<file path="src/source/rv_core_macros.svh">
// RV64I core parameters
`ifndef RV_CORE_MACROS_SVH
`define RV_CORE_MACROS_SVH

// Integer register width
`define RV_XLEN 64

// Architectural register count
`define RV_NUM_REGS 32

// Data memory depth in doublewords, 512 bytes in all
`define RV_DMEM_WORDS 64

// First fetch address after reset
`define RV_RESET_PC 0

`endif

</file>
<file path="src/source/rv_core_pkg.sv">
// RV64I core types
`default_nettype none

`include "rv_core_macros.svh"

package rv_core_pkg;

  typedef logic [`RV_XLEN-1:0] xlen_t;
  typedef logic [31:0] inst_t;
  typedef logic [$clog2(`RV_NUM_REGS)-1:0] reg_addr_t;

  // Encoding matches the fetch resolution table
  typedef enum logic [2:0] {
    BR_NONE = 3'b000,
    BR_JAL  = 3'b001,
    BR_JALR = 3'b010,
    BR_EQ   = 3'b100,
    BR_NE   = 3'b101,
    BR_LT   = 3'b110,
    BR_GE   = 3'b111
  } branch_e;

  typedef enum logic [3:0] {
    ALU_ADD,
    ALU_SUB,
    ALU_SLT,
    ALU_SLTU,
    ALU_AND,
    ALU_OR,
    ALU_XOR,
    ALU_SLL,
    ALU_SRL,
    ALU_SRA,
    ALU_PASS_B
  } alu_op_e;

  typedef enum logic {
    A_RS1,
    A_PC
  } alu_a_sel_e;

  typedef enum logic [1:0] {
    B_RS2,
    B_IMM,
    B_FOUR
  } alu_b_sel_e;

  // Values are the load/store funct3 field
  typedef enum logic [2:0] {
    MEM_B  = 3'b000,
    MEM_H  = 3'b001,
    MEM_W  = 3'b010,
    MEM_D  = 3'b011,
    MEM_BU = 3'b100,
    MEM_HU = 3'b101,
    MEM_WU = 3'b110
  } mem_op_e;

endpackage

`default_nettype wire

</file>
<file path="src/source/rv_regfile.sv">
// General-purpose registers
`timescale 1ns/1ps
`default_nettype none

`include "rv_core_macros.svh"

module rv_regfile (
  input  wire                    i_clk,
  input  rv_core_pkg::reg_addr_t i_rs1_addr,
  input  rv_core_pkg::reg_addr_t i_rs2_addr,
  input  rv_core_pkg::reg_addr_t i_rd_addr,
  input  rv_core_pkg::xlen_t     i_wdata,
  input  wire                    i_wen,
  output rv_core_pkg::xlen_t     o_rs1,
  output rv_core_pkg::xlen_t     o_rs2
);

  rv_core_pkg::xlen_t regs [`RV_NUM_REGS];

  always_ff @(posedge i_clk) begin
    if (i_wen && i_rd_addr != '0) regs[i_rd_addr] <= i_wdata;
  end

  // x0 is never written, so its entry is bypassed on read
  assign o_rs1 = (i_rs1_addr == '0) ? '0 : regs[i_rs1_addr];
  assign o_rs2 = (i_rs2_addr == '0) ? '0 : regs[i_rs2_addr];

endmodule

`default_nettype wire

</file>
<file path="config.mk">
export PLATFORM = sky130hd
export DESIGN_NAME = rv_regfile
export DESIGN_NICKNAME = d
export VERILOG_FILES = /design/src/source/rv_core_pkg.sv /design/src/source/rv_regfile.sv
export VERILOG_INCLUDE_DIRS = /design/src /design/src/source
export SDC_FILE = /design/constraint.sdc
export NUM_CORES = 2
export LEC_CHECK = 0
export ABC_CLOCK_PERIOD_IN_PS = 8700
export CAP_MARGIN = 20
export CELL_PAD_IN_SITES_DETAIL_PLACEMENT = 0
export CELL_PAD_IN_SITES_GLOBAL_PLACEMENT = 1
export CORE_MARGIN = 1.5
export CORE_UTILIZATION = 30
export DETAILED_ROUTE_END_ITERATION = 10
export DONT_BUFFER_PORTS = 1
export PLACE_DENSITY = 0.46
export SYNTH_ARGS = -nofsm -noshare
export SYNTH_HDL_FRONTEND = slang
export SYNTH_SLANG_ARGS = --single-unit
</file>
<file path="constraint.sdc">
create_clock -name i_clk -period 8.7 [get_ports i_clk]
set_input_delay 0.435 -clock i_clk [delete_from_list [all_inputs] [get_ports i_clk]]
set_output_delay 0.435 -clock i_clk [all_outputs]
set_load 0.03 [all_outputs]
</file>
==> run_results.csv <==
group,metric,value,unit
worst_hold_path,hp-start,"i_rd_addr[2]",
timing,max_slew_margin,-11.9,%
synthesis,ys_warn_count,0,
run_status,status,"finished, violations left",
place,placed_cells,8523,
synthesis,syn-mean-instance-area,20.6,um2
pwr,leakagePower,34.1,nW
critical_path,crit_path_frequent_cell,"buf_16",
cts,cts_tree,"done",
synthesis,synthAdderAreaFrac,0,%
synthesis,synth.distinct_cells,48,
pwr,switchingPower,5.36,mW
timing,final.min_clock_period,5.86,ns
synthesis,synth_area,93900,um2
pwr,pwr-share-comb,8.8,%
pwr,ir_worst_vdd,0.000175,V
synthesis,synthTopCellsByArea,"edfxtp_1 65%, mux4_2 22%, mux2i_1 3.0%, mux2_2 1.8%, clkbuf_1 0.64%",
finish,largest_register_ffs,2048,
finish,nNetsFinal,4841,
critical_path,path_delay_family,"buffers and inverters",
cts,cts-root-buf,"clkbuf_16",
critical_path,arrival,5.42,ns
synthesis,synth_xor_area_share,0,%
timing,fmax,171,MHz
cts,path_clk_slew,0.06,ns
floorplanning,die_h,563,um
critical_path,crit_type,"in2out",
synthesis,synthCells,4565,
place,place_ws,4.64,ns
critical_path,crit_path_max_incr_delay,0.92,ns
timing,tightest_slew,1.68,ns
grt,overflow,0,
synthesis,yosys.area_share.simple,1.59,%
drt,dr.pass1.iters,5,
finish,area_growth,15.7,%
critical_path,worst-path-max-fanout,201,
pwr,power.internal,17.2,mW
worst_hold_path,hold_class,"in2reg",
critical_path,path_buf_inv,5,
grt,grt_pass1_vias,53647,
timing,rsz0062_at_grt,"false",
floorplanning,io_pins,209,
critical_path,critPathRequiredTime,8.27,ns
synthesis,synthTopCellsByCount,"2048 x edfxtp_1, 920 x mux4_2, 284 x mux2i_1, 161 x clkbuf_1, 149 x mux2_2",
cts,cts_sinks,2048,
critical_path,crit_start,"i_rs2_addr[0]",
critical_path,critPathSlowestCell,"buf_16",
synthesis,synthArstFlopShare,0,%
timing,finalHoldViolations,0,
floorplanning,die_area,316000,um2
timing,setup_viol,0,
grt,grt_antenna_before_repair,24,
finish,finalNonFillerCells,9105,
finish,reg_top3,"regs x2048",
floorplanning,core_area,312000,um2
pwr,pwr-share-clk,42.2,%
pwr,seqPwrFrac,49.0,%
finish,drive_gt1_share,33.3,%
synthesis,synth_top_family_by_area,"multiplexers",
drt,wl_per_cell,36.8,um
cts,numCtsBuffers,240,
critical_path,worstPathCellList,"buf_16 -> buf_16 -> buf_16 -> buf_16 -> mux4_2 -> a22oi_1 -> and3_1 -> nor3_1 -> buf_4",
drt,routed_wl,335000,um
synthesis,synth_compound_area_share,4.09,%
finish,fillers,28924,
synthesis,synth.top_cell.area_share,65.5,%
timing,finalMaxSlewViolations,199,
synthesis,ys.flop_type,"edfxtp_1",
synthesis,synth_edf_count,2048,
timing,period_share,67.3,%
critical_path,startpoint_type,"input pin",
drt,vias,50899,
drt,drt_iter0_drc,4739,
floorplanning,start_util,30.1,%
place,gp_congestion,0.712,
place,io_buffers,0,
timing,worst_slack,2.84,ns
run_status,violations,"slew limit",
synthesis,ys_seq_area_share,65.5,%
grt,track_usage,20.8,%
synthesis,synth_area_leader_cell,"edfxtp_1",
cts,h-tree-depth,4,
grt,grt_pass1_wl,457000,um
pwr,power-per-cell-area,207,nW/um2
grt,grt_max_degree,630,
drt,route.detailed.drc,0,
synthesis,synth.area.mux_share,26.9,%
finish,regMostFlops,"regs",
synthesis,ys_ff_latch,2048,
timing,hold_ws,0.160,ns
floorplanning,rows,205,
floorplanning,dieWidth,563,um
critical_path,end_kind,"primary output",
cts,cts.path.max_buffers,4,
flow_run,cap_violations,0,
timing,setup_tns,0,ns
drt,ant_nets,0,
pwr,switching_share,23.8,%
drt,avgViaCountPerCell,5.59,
place,dp_hpwl,153000,um
synthesis,synthMostInstantiatedCell,"edfxtp_1",
## layout make-up
| cell class | instances | area, um2 | area share [%] |
|---|---|---|---|
| Inverter | 2 | 15.0 | 0.0138 |
| Tap cell | 4140 | 5180 | 4.77 |
| Clock inverter | 140 | 968 | 0.891 |
| Clock buffer | 304 | 6310 | 5.80 |
| Sequential cell | 2048 | 61500 | 56.6 |
| Antenna cell | 3 | 7.51 | 0.00691 |
| Timing Repair Buffer | 266 | 3500 | 3.22 |
| Multi-Input combinational cell | 2202 | 31200 | 28.7 |
## routing by layer
metal	up-vias	track usage, %	share of wire, %
li1	20484	-	-
met1	28502	28.4	43
met2	1521	35.6	50
met3	382	2.63	4.8
met4	10	4.35	2.0
met5	-	0	0.020
## logic make-up (layout without fill, tap and decap cells)
family | count (synthesis) | count (layout)
buf+inv | 378 | 712
other cells | 1 | 67
compound gates | 493 | 493
flops | 2048 | 2048
mux | 1353 | 1353
simple gates | 292 | 292
## path summary, 6_finish.rpt
check                    end  slack (ns)  cells past startpoint
max                o_rs2[51]        2.84                      9
min    regs[7][30]$_DFFE_PP_        0.16                      2
## through the flow
| step | utilization, % | instance area [um2] | total power, mW |
|---|---|---|---|
| detailed placement | 31.8 | 99200 | 12.8 |
| global placement | 31.8 | 99200 | 12.8 |
| finish | 34.9 | 109000 | 22.6 |
| floorplan | - | 94200 | 12.5 |
| CTS | 34.5 | 107000 | 22.6 |
| global route | 34.9 | 109000 | 23.3 |
## cell usage in the layout, fill, tap and decap left out, types with 40 or more instances in the layout
cell type / n
mux2i_1: 284
nand2_1: 70
mux2_2: 149
a211oi_1: 58
a22o_1: 59
a221oi_1: 68
a21o_1: 49
o22ai_1: 70
nor3_1: 53
buf_12: 40
dlygate4sd3_1: 64
mux4_2: 920
clkbuf_16: 256
clkinv_1: 71
a22oi_1: 75
clkinv_2: 49
conb_1: 64
clkbuf_1: 61
edfxtp_1: 2048
buf_4: 104
o221ai_1: 69
and3_1: 59
## power by group through the flow
stage / Sequential [mW] / Clock (mW) / Combinational, mW
after detailed placement: 11.3 / 0 / 1.54
after global placement: 11.3 / 0 / 1.54
after CTS: 11.1 / 9.77 / 1.72
after global routing: 11.1 / 10.1 / 2.09
final: 11.1 / 9.52 / 1.97
after floorplan: 11.3 / 0 / 1.28
## timing repair
action | in CTS | in global routing
setup endpoints to repair | 0 | 0
buffers inserted | 0 | 0
endpoints found under the hold margin | 2048 | 0
hold buffers | 80 | 0
gates resized for setup | 0 | 0
(Power assumes the default switching activity.)
