[config.mk]
export PLATFORM = sky130hd
export DESIGN_NAME = rv_decode_flat
export DESIGN_NICKNAME = d
export VERILOG_FILES = /design/src/source/rv_core_pkg.sv /design/src/source/rv_ctrl_if.sv /design/src/source/rv_decode.sv /design/src/flat_wrapper.sv
export VERILOG_INCLUDE_DIRS = /design/src /design/src/source
export SDC_FILE = /design/constraint.sdc
export NUM_CORES = 1
export LEC_CHECK = 0
export ABC_AREA = 1
export BUFFER_PORTS_ARGS = -buffer_cell sky130_fd_sc_hd__buf_2
export CAP_MARGIN = 20
export CORE_MARGIN = 4
export CORE_UTILIZATION = 39
export DETAILED_ROUTE_END_ITERATION = 10
export GPL_ROUTABILITY_DRIVEN = 0
export PLACE_DENSITY = 0.9
export SETUP_SLACK_MARGIN = 0.1
export SLEW_MARGIN = 20
export SYNTH_ARGS = -nofsm -noshare
export SYNTH_HDL_FRONTEND = slang
export SYNTH_SLANG_ARGS = --single-unit
[constraint.sdc]
create_clock -name vclk -period 1.45
set_input_delay 0.0725 -clock vclk [all_inputs]
set_output_delay 0.0725 -clock vclk [all_outputs]
set_load 0.02 [all_outputs]
[src/source/rv_core_macros.svh]
// RV64I core parameters
`ifndef RV_CORE_MACROS_SVH
`define RV_CORE_MACROS_SVH

// Integer register width
`define RV_XLEN 64

// Architectural register count
`define RV_NUM_REGS 32

// Data memory depth in doublewords, 512 bytes in all
`define RV_DMEM_WORDS 64

// First fetch address after reset
`define RV_RESET_PC 0

`endif

[src/source/rv_core_pkg.sv]
// RV64I core types
`default_nettype none

`include "rv_core_macros.svh"

package rv_core_pkg;

  typedef logic [`RV_XLEN-1:0] xlen_t;
  typedef logic [31:0] inst_t;
  typedef logic [$clog2(`RV_NUM_REGS)-1:0] reg_addr_t;

  // Encoding matches the fetch resolution table
  typedef enum logic [2:0] {
    BR_NONE = 3'b000,
    BR_JAL  = 3'b001,
    BR_JALR = 3'b010,
    BR_EQ   = 3'b100,
    BR_NE   = 3'b101,
    BR_LT   = 3'b110,
    BR_GE   = 3'b111
  } branch_e;

  typedef enum logic [3:0] {
    ALU_ADD,
    ALU_SUB,
    ALU_SLT,
    ALU_SLTU,
    ALU_AND,
    ALU_OR,
    ALU_XOR,
    ALU_SLL,
    ALU_SRL,
    ALU_SRA,
    ALU_PASS_B
  } alu_op_e;

  typedef enum logic {
    A_RS1,
    A_PC
  } alu_a_sel_e;

  typedef enum logic [1:0] {
    B_RS2,
    B_IMM,
    B_FOUR
  } alu_b_sel_e;

  // Values are the load/store funct3 field
  typedef enum logic [2:0] {
    MEM_B  = 3'b000,
    MEM_H  = 3'b001,
    MEM_W  = 3'b010,
    MEM_D  = 3'b011,
    MEM_BU = 3'b100,
    MEM_HU = 3'b101,
    MEM_WU = 3'b110
  } mem_op_e;

endpackage

`default_nettype wire

[src/source/rv_ctrl_if.sv]
// Decoded control bundle
`timescale 1ns/1ps
`default_nettype none

interface rv_ctrl_if;

  rv_core_pkg::branch_e    branch;
  rv_core_pkg::alu_op_e    alu_op;
  rv_core_pkg::alu_a_sel_e alu_a_sel;
  rv_core_pkg::alu_b_sel_e alu_b_sel;
  rv_core_pkg::mem_op_e    mem_op;
  logic                    mem_wr;
  logic                    mem_to_reg;
  logic                    reg_wr;
  logic                    halt;

  modport decoder (
    output branch, alu_op, alu_a_sel, alu_b_sel,
    output mem_op, mem_wr, mem_to_reg, reg_wr, halt
  );

  modport fetch (input branch, halt);

  modport exec (input alu_op, alu_a_sel, alu_b_sel);

  modport mem (input mem_op, mem_wr, mem_to_reg);

endinterface

`default_nettype wire

[src/source/rv_decode.sv]
// RV64I instruction decoder
`timescale 1ns/1ps
`default_nettype none

module rv_decode (
  input  rv_core_pkg::inst_t     i_inst,
  output rv_core_pkg::xlen_t     o_imm,
  output rv_core_pkg::reg_addr_t o_rs1_addr,
  output rv_core_pkg::reg_addr_t o_rs2_addr,
  output rv_core_pkg::reg_addr_t o_rd_addr,
  rv_ctrl_if.decoder             ctrl
);

  localparam logic [6:0] OP_LUI    = 7'b0110111;
  localparam logic [6:0] OP_AUIPC  = 7'b0010111;
  localparam logic [6:0] OP_JAL    = 7'b1101111;
  localparam logic [6:0] OP_JALR   = 7'b1100111;
  localparam logic [6:0] OP_BRANCH = 7'b1100011;
  localparam logic [6:0] OP_LOAD   = 7'b0000011;
  localparam logic [6:0] OP_STORE  = 7'b0100011;
  localparam logic [6:0] OP_IMM    = 7'b0010011;
  localparam logic [6:0] OP_REG    = 7'b0110011;
  localparam logic [6:0] OP_SYSTEM = 7'b1110011;

  localparam rv_core_pkg::inst_t EBREAK = 32'h0010_0073;

  logic [6:0] opcode;
  logic [2:0] funct3;
  logic [6:0] funct7;
  rv_core_pkg::xlen_t imm_i, imm_s, imm_b, imm_u, imm_j;
  rv_core_pkg::alu_op_e arith_op;

  assign opcode = i_inst[6:0];
  assign funct3 = i_inst[14:12];
  assign funct7 = i_inst[31:25];

  assign o_rd_addr  = i_inst[11:7];
  assign o_rs1_addr = i_inst[19:15];
  assign o_rs2_addr = i_inst[24:20];

  assign imm_i = {{52{i_inst[31]}}, i_inst[31:20]};
  assign imm_s = {{52{i_inst[31]}}, i_inst[31:25], i_inst[11:7]};
  assign imm_b = {{52{i_inst[31]}}, i_inst[7], i_inst[30:25], i_inst[11:8], 1'b0};
  assign imm_u = {{32{i_inst[31]}}, i_inst[31:12], 12'b0};
  assign imm_j = {{44{i_inst[31]}}, i_inst[19:12], i_inst[20], i_inst[30:21], 1'b0};

  always_comb begin
    case (opcode)
      OP_LUI, OP_AUIPC: o_imm = imm_u;
      OP_JAL:           o_imm = imm_j;
      OP_BRANCH:        o_imm = imm_b;
      OP_STORE:         o_imm = imm_s;
      default:          o_imm = imm_i;
    endcase
  end

  // Shared by the register and immediate arithmetic forms
  always_comb begin
    case (funct3)
      3'b000:  arith_op = (opcode == OP_REG && funct7[5]) ? rv_core_pkg::ALU_SUB
                                                          : rv_core_pkg::ALU_ADD;
      3'b001:  arith_op = rv_core_pkg::ALU_SLL;
      3'b010:  arith_op = rv_core_pkg::ALU_SLT;
      3'b011:  arith_op = rv_core_pkg::ALU_SLTU;
      3'b100:  arith_op = rv_core_pkg::ALU_XOR;
      3'b101:  arith_op = funct7[5] ? rv_core_pkg::ALU_SRA : rv_core_pkg::ALU_SRL;
      3'b110:  arith_op = rv_core_pkg::ALU_OR;
      default: arith_op = rv_core_pkg::ALU_AND;
    endcase
  end

  always_comb begin
    ctrl.branch     = rv_core_pkg::BR_NONE;
    ctrl.alu_op     = rv_core_pkg::ALU_ADD;
    ctrl.alu_a_sel  = rv_core_pkg::A_RS1;
    ctrl.alu_b_sel  = rv_core_pkg::B_RS2;
    ctrl.mem_op     = rv_core_pkg::mem_op_e'(funct3);
    ctrl.mem_wr     = 1'b0;
    ctrl.mem_to_reg = 1'b0;
    ctrl.reg_wr     = 1'b0;
    ctrl.halt       = 1'b0;
    case (opcode)
      OP_LUI: begin
        ctrl.alu_op    = rv_core_pkg::ALU_PASS_B;
        ctrl.alu_b_sel = rv_core_pkg::B_IMM;
        ctrl.reg_wr    = 1'b1;
      end
      OP_AUIPC: begin
        ctrl.alu_a_sel = rv_core_pkg::A_PC;
        ctrl.alu_b_sel = rv_core_pkg::B_IMM;
        ctrl.reg_wr    = 1'b1;
      end
      OP_JAL, OP_JALR: begin
        ctrl.branch    = (opcode == OP_JAL) ? rv_core_pkg::BR_JAL : rv_core_pkg::BR_JALR;
        ctrl.alu_a_sel = rv_core_pkg::A_PC; // Link value is PC plus four
        ctrl.alu_b_sel = rv_core_pkg::B_FOUR;
        ctrl.reg_wr    = 1'b1;
      end
      OP_BRANCH: begin
        case (funct3)
          3'b000:  ctrl.branch = rv_core_pkg::BR_EQ;
          3'b001:  ctrl.branch = rv_core_pkg::BR_NE;
          3'b100,
          3'b110:  ctrl.branch = rv_core_pkg::BR_LT;
          3'b101,
          3'b111:  ctrl.branch = rv_core_pkg::BR_GE;
          default: ctrl.branch = rv_core_pkg::BR_NONE;
        endcase
        if (!funct3[2]) ctrl.alu_op = rv_core_pkg::ALU_SUB;
        else if (funct3[1]) ctrl.alu_op = rv_core_pkg::ALU_SLTU;
        else ctrl.alu_op = rv_core_pkg::ALU_SLT;
      end
      OP_LOAD: begin
        ctrl.alu_b_sel  = rv_core_pkg::B_IMM;
        ctrl.mem_to_reg = 1'b1;
        ctrl.reg_wr     = 1'b1;
      end
      OP_STORE: begin
        ctrl.alu_b_sel = rv_core_pkg::B_IMM;
        ctrl.mem_wr    = 1'b1;
      end
      OP_IMM: begin
        ctrl.alu_op    = arith_op;
        ctrl.alu_b_sel = rv_core_pkg::B_IMM;
        ctrl.reg_wr    = 1'b1;
      end
      OP_REG: begin
        ctrl.alu_op = arith_op;
        ctrl.reg_wr = 1'b1;
      end
      OP_SYSTEM: ctrl.halt = (i_inst == EBREAK);
      default: ;
    endcase
  end

endmodule

`default_nettype wire

[src/flat_wrapper.sv]
// flat-port wrapper written by rule: the top's interface ports become plain ports
module rv_decode_flat 
  (i_inst, o_imm, o_rs1_addr, o_rs2_addr, o_rd_addr, ctrl_branch, ctrl_alu_op, ctrl_alu_a_sel, ctrl_alu_b_sel, ctrl_mem_op, ctrl_mem_wr, ctrl_mem_to_reg, ctrl_reg_wr, ctrl_halt);
  rv_ctrl_if ctrl_i ();
  input  rv_core_pkg::inst_t i_inst;
  output rv_core_pkg::xlen_t o_imm;
  output rv_core_pkg::reg_addr_t o_rs1_addr;
  output rv_core_pkg::reg_addr_t o_rs2_addr;
  output rv_core_pkg::reg_addr_t o_rd_addr;
  output wire logic [$bits(ctrl_i.branch)-1:0] ctrl_branch;
  output wire logic [$bits(ctrl_i.alu_op)-1:0] ctrl_alu_op;
  output wire logic [$bits(ctrl_i.alu_a_sel)-1:0] ctrl_alu_a_sel;
  output wire logic [$bits(ctrl_i.alu_b_sel)-1:0] ctrl_alu_b_sel;
  output wire logic [$bits(ctrl_i.mem_op)-1:0] ctrl_mem_op;
  output wire logic [$bits(ctrl_i.mem_wr)-1:0] ctrl_mem_wr;
  output wire logic [$bits(ctrl_i.mem_to_reg)-1:0] ctrl_mem_to_reg;
  output wire logic [$bits(ctrl_i.reg_wr)-1:0] ctrl_reg_wr;
  output wire logic [$bits(ctrl_i.halt)-1:0] ctrl_halt;
  assign ctrl_branch = ctrl_i.branch;
  assign ctrl_alu_op = ctrl_i.alu_op;
  assign ctrl_alu_a_sel = ctrl_i.alu_a_sel;
  assign ctrl_alu_b_sel = ctrl_i.alu_b_sel;
  assign ctrl_mem_op = ctrl_i.mem_op;
  assign ctrl_mem_wr = ctrl_i.mem_wr;
  assign ctrl_mem_to_reg = ctrl_i.mem_to_reg;
  assign ctrl_reg_wr = ctrl_i.reg_wr;
  assign ctrl_halt = ctrl_i.halt;
  rv_decode u_core (.i_inst(i_inst), .o_imm(o_imm), .o_rs1_addr(o_rs1_addr), .o_rs2_addr(o_rs2_addr), .o_rd_addr(o_rd_addr), .ctrl(ctrl_i));
endmodule
==> metrics.cfg <==
[clock_network]
hold_buffers=0

[drt]
num_vias=1613
via_per_inst=4.80
ant_nets=0
drt-initial-drc-count=59
drt-wirelength-per-cell_um=11.7
firstDrtPassIters=4
wirelength_mm=3.94
drc_errors=0

[sta]
fmax_mhz=792
finalSetupViolCount=0
period_minus_slack_ps=1260
finalSetupTns_ps=0
worstMarginPinSlew_ps=317
post-route-period-util_pct=87.1
maxSlewHeadroom_pct=78.6
drv_slew=0
hold_viol_final=0
rsz0062_at_grt=true

[global_routing]
grt_pass1_vias=1427
grt_pass1_wl_mm=6.36
grt_max_degree=36
grt_use_total_pct=18.5
antenna_found_initial=0
gr-total-overflow=0

[run_status]
status=finished, final reports clean

[worst_hold_path]
hp-class=input pin to output port
min_from=i_inst[10]
whs_path_depth=2
hold_end=o_rd_addr[3]

[final_layout]
n_clock_buffer=0
fill_cells=314
num_antenna_cells=0
final_area_um2=1500
regArea_um2=0
syn2layout_area_growth_pct=29.0
drive_gt1_share_pct=49.8
utilization_pct=53.5
layout.cells.non_filler=336
seq_cells=0
final_nets=339

[yosys]
synthMostInstantiatedCell=nand2_1
netlist_instances=226
yosysUniqueCellTypes=21
syn_nets=258
yosys-top-cells-area=buf_4 (34%), nand2_1 (20%), nor2_1 (9.0%)
ys_warn_count=0
avgSynthCellArea_um2=5.15
netlist_area_um2=1160
synth_top_area_share_pct=33.5
yosys-top-cells-count=nand2_1 (61), buf_4 (52), nor2_1 (28)
seq_area_frac_synth_pct=0
synth_top_cell_by_area=buf_4

[place]
port_buffers=128
place_area_um2=1450
placed_cells=332
dp_hpwl_mm=3.34

[floorplanning]
ioPinCount=128
die_w_um=62.6
dieArea_um2=3920
rows=19
die_y_um=62.6
initial_core_util_pct=41.5
core-area_um2=2810

[critical_path]
worstPathRequired_ps=1380
crit_path_end_kind=output port
worstSetupPathType=input pin to output port
crit_path_max_fanout=7
worst_setup_path_start_kind=input pin
worstPathArrival_ps=1190

[pwr]
irDropWorstVdd_mv=0.168
power.leakage_nw=1.05
power_density_nw_per_um2=332

[run]
maxCapViolCount=0

[kinds of logic (layout without fill, tap and decap cells)]
kind of cell	Yosys count	after routing	synth area share (%)
and+or+nand+nor	123	123	46.8
AOI/OAI and AO/OA	16	16	7.53
buffers and inverters	87	166	45.7
[critical path, cell delays in order]
cell and delay, ps:
buf_2 130, nor2_2 110, nand2_2 90, nor2_4 220, buf_4 150, buf_4 90, nand2_1 40, nand2_1 50
inv_1 30, nand2_1 50, buf_2 150
[metal layers]
layer | wire length, µm | track usage [%] | up-vias
met1 | 1550 | 22.1 | 688
met5 | 0 | 0 | -
met4 | 14 | 0.275 | 0
met2 | 1880 | 36.2 | 109
met3 | 501 | 2.88 | 2
li1 | - | - | 814
[final cells by class]
| cell class | count | area (µm²) | area share (%) |
|---|---|---|---|
| repair buffers | 134 | 688 | 45.8 |
| multi-input cells | 139 | 654 | 43.6 |
| inverters | 32 | 120 | 8.00 |
| well taps | 31 | 38.8 | 2.58 |
[placed cells by master, fill, tap and decap left out, types with 2 or more instances in the layout]
cell type  netlist  routed
a21oi_1          2       2
buf_2            2     127
buf_4           52       7
inv_1           27      27
inv_2            5       5
nand2_1         61      58
nand2_2          1       3
nand2_4          2       3
nand3_1         14      14
nand4_1         10      10
nor2_1          28      24
nor2_2           0       4
nor3_1           3       3
nor4_1           2       2
o21ai_0         10       9
o21ai_1          1       2
[how the worst max path moves through the flow]
stage | start | endpoint | slack [ps] | cells past startpoint
2_1_floorplan | i_inst[1] | o_imm[20] | 240 | 7
3_3_place_gp | i_inst[1] | o_imm[20] | 160 | 9
3_5_place_dp | i_inst[1] | o_imm[20] | 90 | 9
4_1_cts | i_inst[1] | o_imm[28] | 110 | 9
5_1_grt | i_inst[4] | o_imm[2] | 90 | 11
6_report | i_inst[3] | o_imm[1] | 190 | 11
[report_power, final]
group | internal (mW) | total, mW | switching [mW]
clock | 0 | 0 | 0
combinational | 0.157 | 0.499 | 0.342
sequential | 0 | 0 | 0
total | 0.157 | 0.499 | 0.342
[stage by stage]
stage                     hold WS (ps)  total power, mW  worst slack, ps
after detailed placement           402            0.493             93.1
after floorplan                    222            0.380              244
after global placement             397            0.489              159
final                              396            0.499              187
after global routing               412            0.543             85.5
after CTS                          402            0.495              107
[timing repair]
item / CTS / global route
buffers inserted: 0 / 4
endpoints found under the setup margin: 0 / 25
gates resized for setup: 0 / 10
No activity file was read; power rests on OpenSTA's default activity.
