--- src/source/rv_core_macros.svh ---
// RV64I core parameters
`ifndef RV_CORE_MACROS_SVH
`define RV_CORE_MACROS_SVH

// Integer register width
`define RV_XLEN 64

// Architectural register count
`define RV_NUM_REGS 32

// Data memory depth in doublewords, 512 bytes in all
`define RV_DMEM_WORDS 64

// First fetch address after reset
`define RV_RESET_PC 0

`endif

--- src/source/rv_core_pkg.sv ---
// RV64I core types
`default_nettype none

`include "rv_core_macros.svh"

package rv_core_pkg;

  typedef logic [`RV_XLEN-1:0] xlen_t;
  typedef logic [31:0] inst_t;
  typedef logic [$clog2(`RV_NUM_REGS)-1:0] reg_addr_t;

  // Encoding matches the fetch resolution table
  typedef enum logic [2:0] {
    BR_NONE = 3'b000,
    BR_JAL  = 3'b001,
    BR_JALR = 3'b010,
    BR_EQ   = 3'b100,
    BR_NE   = 3'b101,
    BR_LT   = 3'b110,
    BR_GE   = 3'b111
  } branch_e;

  typedef enum logic [3:0] {
    ALU_ADD,
    ALU_SUB,
    ALU_SLT,
    ALU_SLTU,
    ALU_AND,
    ALU_OR,
    ALU_XOR,
    ALU_SLL,
    ALU_SRL,
    ALU_SRA,
    ALU_PASS_B
  } alu_op_e;

  typedef enum logic {
    A_RS1,
    A_PC
  } alu_a_sel_e;

  typedef enum logic [1:0] {
    B_RS2,
    B_IMM,
    B_FOUR
  } alu_b_sel_e;

  // Values are the load/store funct3 field
  typedef enum logic [2:0] {
    MEM_B  = 3'b000,
    MEM_H  = 3'b001,
    MEM_W  = 3'b010,
    MEM_D  = 3'b011,
    MEM_BU = 3'b100,
    MEM_HU = 3'b101,
    MEM_WU = 3'b110
  } mem_op_e;

endpackage

`default_nettype wire

--- src/source/rv_ctrl_if.sv ---
// Decoded control bundle
`timescale 1ns/1ps
`default_nettype none

interface rv_ctrl_if;

  rv_core_pkg::branch_e    branch;
  rv_core_pkg::alu_op_e    alu_op;
  rv_core_pkg::alu_a_sel_e alu_a_sel;
  rv_core_pkg::alu_b_sel_e alu_b_sel;
  rv_core_pkg::mem_op_e    mem_op;
  logic                    mem_wr;
  logic                    mem_to_reg;
  logic                    reg_wr;
  logic                    halt;

  modport decoder (
    output branch, alu_op, alu_a_sel, alu_b_sel,
    output mem_op, mem_wr, mem_to_reg, reg_wr, halt
  );

  modport fetch (input branch, halt);

  modport exec (input alu_op, alu_a_sel, alu_b_sel);

  modport mem (input mem_op, mem_wr, mem_to_reg);

endinterface

`default_nettype wire

--- src/source/rv_fetch.sv ---
// Program counter and halt
`timescale 1ns/1ps
`default_nettype none

`include "rv_core_macros.svh"

module rv_fetch (
  input  wire                i_clk,
  input  wire                i_reset,
  input  rv_core_pkg::xlen_t i_rs1,
  input  rv_core_pkg::xlen_t i_imm,
  input  wire                i_less,
  input  wire                i_zero,
  rv_ctrl_if.fetch           ctrl,
  output rv_core_pkg::xlen_t o_pc,
  output logic               o_halted
);

  rv_core_pkg::xlen_t pc_q;
  rv_core_pkg::xlen_t next_pc;
  logic               take_imm; // Offset is the immediate rather than four
  logic               base_rs1; // Base is rs1 rather than the PC

  always_comb begin
    take_imm = 1'b0;
    base_rs1 = 1'b0;
    case (ctrl.branch)
      rv_core_pkg::BR_JAL:  take_imm = 1'b1;
      rv_core_pkg::BR_JALR: begin
        take_imm = 1'b1;
        base_rs1 = 1'b1;
      end
      rv_core_pkg::BR_EQ:   take_imm = i_zero;
      rv_core_pkg::BR_NE:   take_imm = ~i_zero;
      rv_core_pkg::BR_LT:   take_imm = i_less;
      rv_core_pkg::BR_GE:   take_imm = ~i_less;
      default:              take_imm = 1'b0;
    endcase
  end

  assign next_pc = (base_rs1 ? i_rs1 : pc_q) + (take_imm ? i_imm : rv_core_pkg::xlen_t'(4));

  always_ff @(posedge i_clk) begin
    if (i_reset) begin
      pc_q     <= rv_core_pkg::xlen_t'(`RV_RESET_PC);
      o_halted <= 1'b0;
    end else begin
      if (ctrl.halt) o_halted <= 1'b1;
      // EBREAK holds its own PC so nothing after it retires
      if (!ctrl.halt && !o_halted) pc_q <= {next_pc[`RV_XLEN-1:1], next_pc[0] & ~base_rs1};
    end
  end

  assign o_pc = pc_q;

endmodule

`default_nettype wire

--- src/flat_wrapper.sv ---
// flat-port wrapper written by rule: the top's interface ports become plain ports
module rv_fetch_flat 
  (i_clk, i_reset, i_rs1, i_imm, i_less, i_zero, o_pc, o_halted, ctrl_branch, ctrl_halt);
  rv_ctrl_if ctrl_i ();
  input  wire i_clk;
  input  wire i_reset;
  input  rv_core_pkg::xlen_t i_rs1;
  input  rv_core_pkg::xlen_t i_imm;
  input  wire i_less;
  input  wire i_zero;
  output rv_core_pkg::xlen_t o_pc;
  output logic o_halted;
  input wire logic [$bits(ctrl_i.branch)-1:0] ctrl_branch;
  input wire logic [$bits(ctrl_i.halt)-1:0] ctrl_halt;
  assign ctrl_i.branch = ctrl_branch;
  assign ctrl_i.halt = ctrl_halt;
  rv_fetch u_core (.i_clk(i_clk), .i_reset(i_reset), .i_rs1(i_rs1), .i_imm(i_imm), .i_less(i_less), .i_zero(i_zero), .ctrl(ctrl_i), .o_pc(o_pc), .o_halted(o_halted));
endmodule
--- config.mk ---
export PLATFORM = sky130hd
export DESIGN_NAME = rv_fetch_flat
export DESIGN_NICKNAME = d
export VERILOG_FILES = /design/src/source/rv_core_pkg.sv /design/src/source/rv_ctrl_if.sv /design/src/source/rv_fetch.sv /design/src/flat_wrapper.sv
export VERILOG_INCLUDE_DIRS = /design/src /design/src/source
export SDC_FILE = /design/constraint.sdc
export NUM_CORES = 1
export LEC_CHECK = 0
export BUFFER_PORTS_ARGS = -buffer_cell sky130_fd_sc_hd__buf_2
export CORE_MARGIN = 4
export CORE_UTILIZATION = 45
export CTS_CLUSTER_DIAMETER = 200
export DETAILED_ROUTE_END_ITERATION = 7
export HOLD_SLACK_MARGIN = 0.03
export PLACE_DENSITY = 0.74
export SLEW_MARGIN = 20
export SYNTH_ARGS = -nofsm -noshare
export SYNTH_HDL_FRONTEND = slang
export SYNTH_SLANG_ARGS = --single-unit
--- constraint.sdc ---
create_clock -name i_clk -period 14.2 [get_ports i_clk]
set_input_delay 2.84 -clock i_clk [delete_from_list [all_inputs] [get_ports i_clk]]
set_output_delay 2.84 -clock i_clk [all_outputs]
set_load 0.01 [all_outputs]
==> metrics.md, run 1 <==
| Metric | Value |
|---|---|
| Status | `finished, final reports clean` |
| Yosys top cell area share | `0.180` |
| Setup TNS | `0 ns` |
| Post-route total power | `between 0.8 and 0.9 mW` |
| Fin. Hold Viols | `0` |
| Combinational power share | `0.408` |
| Register area share after synthesis | `0.180` |
| First-pass GRT wire length | `36.7 mm` |
| Port-buffer cells | `200` |
| Clk sinks | `65` |
| Top cell by count, worst path | `a31oi_1` |
| Flops & latches, synth | `65` |
| CP Max Fanout | `36` |
| Post-synth EDFFs | `0` |
| Area of the mapped netlist | `approximately 7200 um^2` |
| Clock Power Share | `0.327` |
| CP Buf/Inv Count | `2` |
| Worst path slowest cell | `buf_4` |
| Top cells by area, synth | `dfxtp_1, ha_1, mux2_2, a21oi_1, nand2_1` |
| Max-slew violations | `0` |
| Die Height | `~130 um` |
| Leading area contributor after synthesis | `dfxtp_1` |
| CTS tree | `done` |
| Fin crit share | `0.466` |
| Antenna Violating Nets Remaining | `0` |
| Peak VDD IR | `around 0.000055 V` |
| Worst Tran Pin Value | `roughly 1 ns` |
| Syn Inst Count | `955` |
| Critical Path End Type | `register` |
| Max-cap viol count | `0` |
| Die Width | `135 um` |
| CP Cell Sequence | `buf_2 -> nor3b_2 -> buf_4 -> mux2_2 -> ha_1 -> fa_1 -> a211oi_1 -> o21ai_0 -> nand2_1 -> a31oi_1 -> nor3_2 -> o21ai_2 -> a31oi_1 -> xor2_1 -> o21ai_1` |
| Total GRT Usage | `0.246` |
| Vias in the first global route | `7431` |
| Layout cells sized above 1 | `0.279` |
| CP Data Required Time | `14.44 ns` |
| Row cnt | `46` |
| Syn Nets | `1155` |
| H-tree Lvls | `3` |
| Layout area overhead | `19.5%` |
| Switching power | `between 0.3 and 0.4 mW` |
| Worst path max stage delay | `0.45 ns` |
| Die area | `18100 um^2` |
| Initial antenna violation count | `0` |
| Hold Buf Count CTS | `0` |
| RSZ-0062 raised after global routing | `no` |
| Final GP Congestion | `0.975` |
| Drt drc | `0` |
| Initial DRC Count | `roughly 460` |
| Slew HR | `0.333` |
| Core area | `15800 um^2` |
| Clk slew on worst S/H paths | `0.06 ns` |
| Pwr/cell area | `95.0 nW/um^2` |
| Commonest non-fill, non-tap cell in the layout | `buf_2` |
| Pre-antenna DRT Iters | `5` |
| Post-CTS setup buffers | `0` |
| Worst hold path type | `reg2reg` |
| Most frequent cells in the layout | `buf_2, nand2_1, a21oi_1, dfxtp_1` |
| # nets final | `1316` |
| Crit Path Class | `in2reg` |
| Root buf cell | `clkbuf_16` |
| CP startpoint kind | `input pin` |
| Internal power | `0.518 mW` |
| CTS buffer count | `9` |
| YS warnings | `0` |
| Pleak | `4.08 nW` |
| Crit path from | `ctrl_branch[0]` |
| Post-CTS sizing | `0` |
| Max Freq | `around 0.15 GHz` |
| DR WL/cell | `17.0 um` |
| Pin count of the biggest net entering global routing | `65` |
| Netlist cell types | `75` |
| Min cycle time layout | `6.62 ns` |
| IO Pins | `201` |
| CP arrival | `6.86 ns` |
| Layout Cell Area excl Fill | `8630 um^2` |
| Clock Skews | `0.00831 ns` |
| Hpwl dp | `17.5 mm` |
| Top FF cell, synth | `dfxtp_1` |
| Post-DP Area | `8290 um^2` |
| Synth async-reset ratio | `0` |
| Grt ovf | `0` |
| Sw Ratio | `0.369` |
| Avg Cell Area, Syn | `7.56 um^2` |
| Reg power frac | `0.264` |
| R2R Path Start | `u_core.o_pc[0]` |
| Max Root-Sink Buffers | `2` |
| Vias after detailed routing | `about 7600` |
| Diodes inserted | `0` |
| Starting Density | `0.456` |
| Worst hold start | `u_core.o_pc[56]` |
| FILL cells | `1535` |
| Drt via density | `5.67` |
| Final setup viols | `0` |
| Top delay family on crit path | `compound AO/OA/AOI/OAI gates` |
| Worst skew pair latency | `0.35 ns` |
| Routed WL | `approximately 23 mm` |
[cell usage after synthesis (all sizes together) (6+ instances only)]
cell type	number
dfxtp	65
o211ai	13
and2	63
o21ai	66
nand4	24
inv	17
o21bai	13
nand2	127
nor2b	6
or3	7
a31oi	15
xnor2	26
and3	6
buf	18
a21o	34
nand3	21
xor2	27
o21a	8
clkbuf	38
nor3	13
o31ai	6
a21oi	102
nor2	55
mux2	63
ha	63
[sequential cells by signal, summed over array words and instances (netlist names)]
signal / cells
u_core.o_pc: 64
u_core.o_halted: 1
[per-stage QoR]
stage	hold slack (ns)	instances	utilization	setup WS, ns
finish	0.465	1337	0.545	7.58
floorplan	0.479	955	-	7.76
global placement	0.452	1321	0.523	7.30
detailed placement	0.458	1321	0.523	7.20
global route	0.483	1337	0.545	7.22
CTS	0.467	1337	0.545	7.55
[metal layers]
layer,global-route usage,part of all wire
met2,0.407,0.46
met5,0,0
met3,0.0335,0.064
met1,0.325,0.45
met4,0.0956,0.026
[power by group through the flow]
| stage | Sequential, mW | Clock (mW) | Combinational, mW |
|---|---|---|---|
| 2_1_floorplan | 0.226 | 0 | 0.235 |
| 3_3_place_gp | 0.220 | 0 | 0.329 |
| 3_5_place_dp | 0.221 | 0 | 0.331 |
| 4_1_cts | 0.217 | 0.271 | 0.333 |
| 5_1_grt | 0.219 | 0.281 | 0.370 |
| 6_report | 0.217 | 0.268 | 0.335 |
[path summary, 6_finish.rpt]
check	to	slack, ns	cells after the start
worst max register to register	u_core.o_pc[56]	10.70	12
worst min register to register	u_core.o_pc[56]	0.46	2
worst max-delay path	u_core.o_pc[56]	7.58	15
worst min-delay path	u_core.o_pc[56]	0.46	2
[kinds of logic after synthesis]
logic type | after synthesis | synth area share
mux | 66 | 0.102
xor+xnor | 53 | 0.0643
compound gates | 293 | 0.262
simple gates | 341 | 0.232
flops | 65 | 0.180
buf+inv | 73 | 0.0480
fa+ha+maj | 64 | 0.112
[area by class of cell]
type / instances / area (um^2) / area share
clock buffer: 11 / 243 / 0.0281
clock inverter: 5 / 103 / 0.0119
inverter: 17 / 63.8 / 0.00739
multi-input combinational: 817 / 5600 / 0.649
sequential: 65 / 1300 / 0.151
tap: 216 / 270 / 0.0313
timing repair buffer: 206 / 1050 / 0.121
[worst reg2reg max path: stages, from the launching register on]
cell	delay (ns)
dfxtp_1	0.34
mux2_2	0.27
ha_1	0.21
fa_1	0.43
a211oi_1	0.43
o21ai_0	0.21
nand2_1	0.12
a31oi_1	0.15
nor3_2	0.45
o21ai_2	0.21
a31oi_1	0.31
xor2_1	0.19
o21ai_1	0.07
Note: power is estimated with default switching activity, not from simulation.
==> run 2, diff against run 1 <==
--- a/config.mk
+++ b/config.mk
@@ -6,13 +6,14 @@
 export SDC_FILE = /design/constraint.sdc
 export NUM_CORES = 1
 export LEC_CHECK = 0
+export ABC_AREA = 1
 export BUFFER_PORTS_ARGS = -buffer_cell sky130_fd_sc_hd__buf_2
 export CORE_MARGIN = 4
 export CORE_UTILIZATION = 45
 export CTS_CLUSTER_DIAMETER = 200
 export DETAILED_ROUTE_END_ITERATION = 7
 export HOLD_SLACK_MARGIN = 0.03
-export PLACE_DENSITY = 0.74
+export PLACE_DENSITY = 0.72
 export SLEW_MARGIN = 20
 export SYNTH_ARGS = -nofsm -noshare
 export SYNTH_HDL_FRONTEND = slang
==> constraint.sdc (replaced) <==
create_clock -name i_clk -period 6.1 [get_ports i_clk]
set_input_delay 1.22 -clock i_clk [delete_from_list [all_inputs] [get_ports i_clk]]
set_output_delay 1.22 -clock i_clk [all_outputs]
set_load 0.01 [all_outputs]
==> run 2 against run 1 <==
- synthesized cell count grew 97%
- highest routed layer unchanged
- largest power group unchanged
- final area up 28%
- largest cell class unchanged
- critical path depth is 5 higher
- hold slack improved by 0.030 ns
- wire length is 55% higher
- non-clock buffer count fell by 1
- first-iteration DRC count up 100%
- area after synthesis grew 31%
- clock skew fell by 0.00093 ns
- core utilization down 0.62 points
- clock power is 110% higher
- setup slack got worse by 6.1 ns
==> metrics.md, run 2 <==
| Metric | Value |
|---|---|
| Status | `finished, final reports clean` |
| Critical Path End Type | `register` |
| Synth async-reset ratio | `0 (unchanged)` |
| Die Height | `153 um (+14%)` |
| First-pass GRT wire length | `54.8 mm (+50%)` |
| Yosys top cell area share | `0.239 (+0.0590)` |
| CP Buf/Inv Count | `3 (+1)` |
| Crit Path Class | `in2reg` |
| Cell count along the critical path | `20 (+5)` |
| Multi-input logic area | `6180 um^2 (+10%)` |
| Max Freq | `0.215 GHz` |
| Hpwl dp | `29.5 mm (+69%)` |
| Top delay family on crit path | `simple AND/OR/NAND/NOR gates` |
| Pleak | `7.13 nW (+75%)` |
| Max-slew violations | `0 (unchanged)` |
| Commonest non-fill, non-tap cell in the layout | `nand2_1` |
| Avg Cell Area, Syn | `5.03 um^2 (-33%)` |
| DR WL/cell | `15.1 um (-11%)` |
| Layout area overhead | `16.5%` |
| Area of the mapped netlist | `9450 um^2 (+31%)` |
| Syn Inst Count | `1877 (+97%)` |
| Worst hold path depth | `2 (unchanged)` |
| Antenna Violating Nets Remaining | `0 (unchanged)` |
| Post-CTS sizing | `0 (unchanged)` |
| R2R Path End | `u_core.o_pc[48]` |
| Drt drc | `0 (unchanged)` |
| # nets final | `2257 (+72%)` |
| Layout cells sized above 1 | `0.136 (-0.143)` |
| Clk slew on worst S/H paths | `0.07 ns (about the same)` |
| Root buf cell | `clkbuf_16` |
| RSZ-0062 raised after global routing | `no` |
| Min cycle time layout | `4.65 ns` |
| Register-to-register setup slack | `3.37 ns (-7.33 ns)` |
| Pre-CTS setup slack | `1.16 ns (-6.05 ns)` |
| Peak VDD IR | `0.000127 V (+130%)` |
| Max Root-Sink Buffers | `2 (unchanged)` |
| Register area share after synthesis | `0.138 (-0.0425)` |
| Routed WL | `35.3 mm (+55%)` |
| Post-route total power | `2.08 mW (+150%)` |
| Met2 Use GR | `0.455 (+0.0479)` |
| CP Max Fanout | `51 (+42%)` |
| Post-synth EDFFs | `0 (unchanged)` |
| R2R Path Start | `u_core.o_pc[0]` |
| Vias in the first global route | `10200 (+37%)` |
| Hold Buf Count CTS | `0 (unchanged)` |
| Grt ovf | `0 (unchanged)` |
| Most frequent cells in the layout | `nand2_1, inv_1, nor2_1, buf_2, a21oi_1` |
| Worst hold start | `u_core.o_pc[0]` |
| Leading area contributor after synthesis | `nand2_1` |
| Worst hold path type | `reg2reg` |
| Clock Skews | `0.00738 ns (-0.000925 ns)` |
| CP startpoint kind | `input pin` |
| FILL cells | `2289 (+49%)` |
| Post-CTS setup buffers | `0 (unchanged)` |
| YS warnings | `0 (unchanged)` |
| Core area | `20400 um^2 (+29%)` |
| Drt via density | `4.80 (-15%)` |
| Register area | `1300 um^2 (unchanged)` |
| Post-route setup slack | `1.45 ns (-6.13 ns)` |
| Pre-antenna DRT Iters | `6 (+1)` |
| IO Pins | `201 (unchanged)` |
| Hold Slack | `0.494 ns (+0.0298 ns)` |
| Vias after detailed routing | `11200 (+48%)` |
| R2R cell count | `16 (+4)` |
| Row cnt | `52 (+13%)` |
| Top FF cell, synth | `dfxtp_1` |
| Worst path slowest cell | `nand2_2` |
| Top cells by area, synth | `nand2_1, inv_1, dfxtp_1, nor2_1, ha_1` |
| Fin crit share | `0.761` |
| Worst skew pair latency | `0.35 ns (about the same)` |
| Max-cap viol count | `0 (unchanged)` |
| Starting Density | `0.463 (+0.00622)` |
| Die area | `23400 um^2 (+29%)` |
| CTS tree | `done` |
| Largest register FFs | `64 (unchanged)` |
| WHS Endpoint | `u_core.o_pc[0]` |
| CTS buffer count | `9 (unchanged)` |
| Top cell by count, worst path | `nand3_1` |
| Setup TNS | `0 ns (unchanged)` |
| Total GRT Usage | `0.293 (+0.0471)` |
| Pwr/cell area | `188 nW/um^2 (+98%)` |
| H-tree Lvls | `3 (unchanged)` |
| Gr busiest metal | `met2` |
| Flops & latches, synth | `65 (unchanged)` |
| Pin count of the biggest net entering global routing | `68 (+4.6%)` |
| CP arrival | `4.90 ns (-1.96 ns)` |
| Die Width | `153 um (+14%)` |
| Initial DRC Count | `938 (+100%)` |
| Slew HR | `0.289 (-0.0446)` |
| Clk sinks | `65 (unchanged)` |
| Worst Tran Pin Value | `1.06 ns (+0.0656 ns)` |
| Met3 Use GR | `0.0444 (+0.0109)` |
| Initial antenna violation count | `0 (unchanged)` |
| Final GP Congestion | `0.988 (+1.4%)` |
| Most frequent cell after synthesis | `nand2_1` |
| CP Data Required Time | `6.35 ns (-8.09 ns)` |
| Fin. Hold Viols | `0 (unchanged)` |
| CP Cell Sequence | `buf_2 -> inv_1 -> o21ai_0 -> nand3_1 -> nand2_2 -> nor2_1 -> ha_1 -> fa_1 -> nand3_1 -> nand3_1 -> nand2_1 -> nand2_2 -> nand2_1 -> nand2_1 -> nand3_1 -> nand3_1 -> nand2_1 -> nand3_1 -> nand2_1 -> inv_1` |
| Diodes inserted | `0 (unchanged)` |
| Port-buffer cells | `200 (unchanged)` |
| Routing usage on met1 | `0.427 (+0.102)` |
| Syn Nets | `2077 (+80%)` |
| Netlist cell types | `33 (-56%)` |
| List of most frequent post-synthesis cells | `nand2_1, inv_1, nor2_1` |
| Final setup viols | `0 (unchanged)` |
| Worst path max stage delay | `0.79 ns (+0.34 ns)` |
run 2: cell count changes after synthesis, moves of 54 or more:
| cell | change |
|---|---|
| and2_1 | -62 |
| mux2_2 | -54 |
| nand2_1 | +476 |
| nand3_1 | +59 |
| nor2_1 | +186 |
| inv_1 | +471 |
run 2: routing by layer:
layer	vias to the layer above	share of wire
met5	-	0
met4	0	0.020
met1	4814	0.47
met2	418	0.42
met3	44	0.083
li1	5907	-
run 2: metrics by stage:
step / cell area (um^2) / std cells / utilization
final: 11000 / 2332 / 0.539
after global routing: 11000 / 2332 / 0.539
after CTS: 11000 / 2332 / 0.539
after detailed placement: 10700 / 2316 / 0.525
after global placement: 10700 / 2316 / 0.525
after floorplan: 9450 / 1877 / -
run 2: area by class of cell:
type | instances | area share
clock buffers | 11 | 0.0220
clock inverters | 5 | 0.00500
inverters | 492 | 0.168
multi-input cells | 1284 | 0.561
flip-flops and latches | 65 | 0.118
well taps | 270 | 0.0307
repair buffers | 205 | 0.0954
run 2: logic make-up (layout without fill, tap and decap cells):
group,count (synthesis),count (layout),synth area share
AND/OR/NAND/NOR,990,990,0.428
flip-flops,65,65,0.138
XOR/XNOR,24,24,0.0222
adder cells (fa/ha/maj),64,64,0.0855
AO/OA/AOI/OAI,197,197,0.106
multiplexers,9,9,0.0107
buffers and inverters,528,713,0.211
run 2: worst max-delay path by stage:
stage	from	slack, ns	to
3_5_place_dp	ctrl_branch[2]	1.16	u_core.o_pc[48]
4_1_cts	ctrl_branch[2]	1.50	u_core.o_pc[48]
6_report	ctrl_branch[2]	1.45	u_core.o_pc[48]
3_3_place_gp	ctrl_branch[2]	1.17	u_core.o_pc[48]
5_1_grt	ctrl_branch[2]	1.21	u_core.o_pc[48]
2_1_floorplan	ctrl_branch[2]	2.28	u_core.o_pc[28]
run 2: tightest hold or removal path, delay by kind of cell (launching register included):
family / cells / cell delay (ns)
AOI/OAI and AO/OA: 1 / 0.07
DFF: 1 / 0.31
buffers and inverters: 1 / 0.06
run 2: report_power, final:
group,internal [mW],switching [mW]
clock,0.327,0.238
combinational,0.347,0.667
sequential,0.470,0.0274
total,1.14,0.932
==> run 3, diff against run 2 <==
==> constraint.sdc (replaced) <==
create_clock -name i_clk -period 4.7 [get_ports i_clk]
set_input_delay 0.94 -clock i_clk [delete_from_list [all_inputs] [get_ports i_clk]]
set_output_delay 0.94 -clock i_clk [all_outputs]
set_load 0.01 [all_outputs]
==> run 3 against run 2 <==
- combinational power increased by 31%
- core utilization up 0.30 points
- power rose by 30%
- via count grew 0.67%
- critical endpoint is now u_core.o_pc[54]
- highest routed layer unchanged
==> metrics.md, run 3 (synthesis results as in run 2) <==
| Metric | Value |
|---|---|
| Status | `finished, final reports clean` |
| Pwr/cell area | `243 nW/um^2 (+29%)` |
| CP Max Fanout | `20 (-61%)` |
| Initial antenna violation count | `0 (unchanged)` |
| CP Data Required Time | `4.95 ns (-1.40 ns)` |
| Worst Tran Pin Value | `0.711 ns (-0.352 ns)` |
| Clk slew on worst S/H paths | `0.06 ns (about the same)` |
| First-pass GRT wire length | `54.6 mm (-0.39%)` |
| CTS buffer count | `9 (unchanged)` |
| CP arrival | `4.08 ns (-0.82 ns)` |
| Routed WL | `35.6 mm (+0.87%)` |
| Worst hold start | `u_core.o_pc[4]` |
| Critical Path End Type | `register` |
| Register-to-register setup slack | `2.02 ns (-1.35 ns)` |
| Fin. Hold Viols | `0 (unchanged)` |
| Largest register FFs | `64 (unchanged)` |
| Max Freq | `0.261 GHz` |
| Peak VDD IR | `0.000166 V (+31%)` |
| Crit Path Class | `in2reg` |
| Max-slew violations | `0 (unchanged)` |
| Max Root-Sink Buffers | `2 (unchanged)` |
| Slew HR | `0.526 (+0.237)` |
| Post-CTS sizing | `0 (unchanged)` |
| Worst hold path type | `reg2reg` |
| Core area | `20400 um^2 (unchanged)` |
| Drt drc | `0 (unchanged)` |
| Vias in the first global route | `10200 (+0.059%)` |
| WHS Endpoint | `u_core.o_pc[4]` |
| Final setup viols | `0 (unchanged)` |
| Hpwl dp | `29.8 mm (+1.2%)` |
| Root buf cell | `clkbuf_16` |
| Fin crit share | `0.816` |
| Most frequent cells in the layout | `nand2_1, inv_1, nor2_1, buf_2, a21oi_1` |
| Clk sinks | `65 (unchanged)` |
| Antenna Violating Nets Remaining | `0 (unchanged)` |
| Min cycle time layout | `about 3.8 ns` |
| H-tree Lvls | `3 (unchanged)` |
| Pin count of the biggest net entering global routing | `71 (+4.4%)` |
| Post-CTS setup buffers | `0 (unchanged)` |
| DR WL/cell | `15.2 um (+0.70%)` |
| Layout Cell Area excl Fill | `11100 um^2 (+0.56%)` |
| Hold Buf Count CTS | `0 (unchanged)` |
| Diodes inserted | `0 (unchanged)` |
| IO Pins | `201 (unchanged)` |
| Drt via density | `4.82 (+0.50%)` |
| Pre-antenna DRT Iters | `5 (-1)` |
| Die Width | `153 um (unchanged)` |
| CP startpoint kind | `input pin` |
| Starting Density | `0.463 (unchanged)` |
| RSZ-0062 raised after global routing | `no` |
| Pleak | `7.17 nW (+0.57%)` |
| Initial DRC Count | `938 (unchanged)` |
| FILL cells | `2245 (-1.9%)` |
| Max-cap viol count | `0 (unchanged)` |
| # nets final | `2262 (+0.22%)` |
| Setup TNS | `0 ns (unchanged)` |
| Layout area overhead | `17.2%` |
| Die area | `23400 um^2 (unchanged)` |
| R2R cell count | `16 (unchanged)` |
| CTS tree | `done` |
| Vias after detailed routing | `11300 (+0.67%)` |
| R2R Path Start | `u_core.o_pc[0]` |
| Commonest non-fill, non-tap cell in the layout | `nand2_1` |
| Final GP Congestion | `0.957 (-3.2%)` |
| Port-buffer cells | `200 (unchanged)` |
| Grt ovf | `0 (unchanged)` |
| Total GRT Usage | `0.293 (about the same)` |
| R2R Path End | `u_core.o_pc[48]` |
| Post-route total power | `2.69 mW (+30%)` |
| Layout cells sized above 1 | `0.138 (+0.00167)` |
| Die Height | `153 um (unchanged)` |
| Clock Skews | `0.00800 ns (+0.000616 ns)` |
| Post-DP Area | `10800 um^2 (+0.58%)` |
| Worst hold path depth | `2 (unchanged)` |
| Row cnt | `52 (unchanged)` |
| Worst skew pair latency | `0.35 ns (about the same)` |
[run 3: report_power, final]
| part | switching, mW | total, mW | internal [mW] | leakage (nW) |
|---|---|---|---|---|
| combinational | 0.866 | 1.32 | 0.455 | 6.49 |
| clock | 0.294 | 0.731 | 0.436 | 0.148 |
| sequential | 0.0322 | 0.642 | 0.610 | 0.537 |
[run 3: layer usage]
layer / global-route usage / routed length, um / up-vias
met5: 0 / 0 / -
met4: 0.0823 / 777 / 0
met3: 0.0291 / 2620 / 39
met2: 0.457 / 14900 / 400
met1: 0.430 / 17300 / 4897
li1: - / - / 5922
[run 3: worst max path at each step]
stage,from,to,slack (ns),cells after the start
floorplan,ctrl_branch[2],u_core.o_pc[28],1.16,19
global placement,ctrl_branch[2],u_core.o_pc[54],0.53,19
detailed placement,ctrl_branch[2],u_core.o_pc[61],0.53,20
CTS,ctrl_branch[2],u_core.o_pc[61],0.90,20
global route,ctrl_branch[2],u_core.o_pc[60],0.59,23
finish,ctrl_branch[2],u_core.o_pc[54],0.87,19
[run 3: area by class of cell]
class	count	area, um^2	area share
well taps	270	338	0.0305
clock inverters	3	40.0	0.00362
inverters	492	1850	0.167
clock buffers	12	256	0.0232
flip-flops and latches	65	1300	0.117
multi-input cells	1284	6180	0.558
repair buffers	210	1110	0.101
[run 3: stage by stage]
stage	std cells	setup WS [ns]	util	hold slack, ns
final	2336	0.866	0.542	0.497
after global routing	2336	0.594	0.542	0.513
after global placement	2321	0.528	0.528	0.479
after floorplan	1877	1.16	-	0.507
after detailed placement	2321	0.525	0.528	0.485
after CTS	2336	0.895	0.542	0.499
[run 3: critical path, stage by stage]
cell and delay, ns:
buf_2 0.07, inv_1 0.07, o21ai_0 0.20, nand3_1 0.13, nand2_2 0.37, buf_4 0.36, nor2_1 0.08, ha_1 0.40
nand2_1 0.18, nor2_1 0.21, nand2_1 0.16, inv_1 0.15, nand2_1 0.09, nor2_1 0.11, nand2_1 0.17, nand4_1 0.13
nand3_1 0.09, nand2_1 0.09, inv_1 0.04
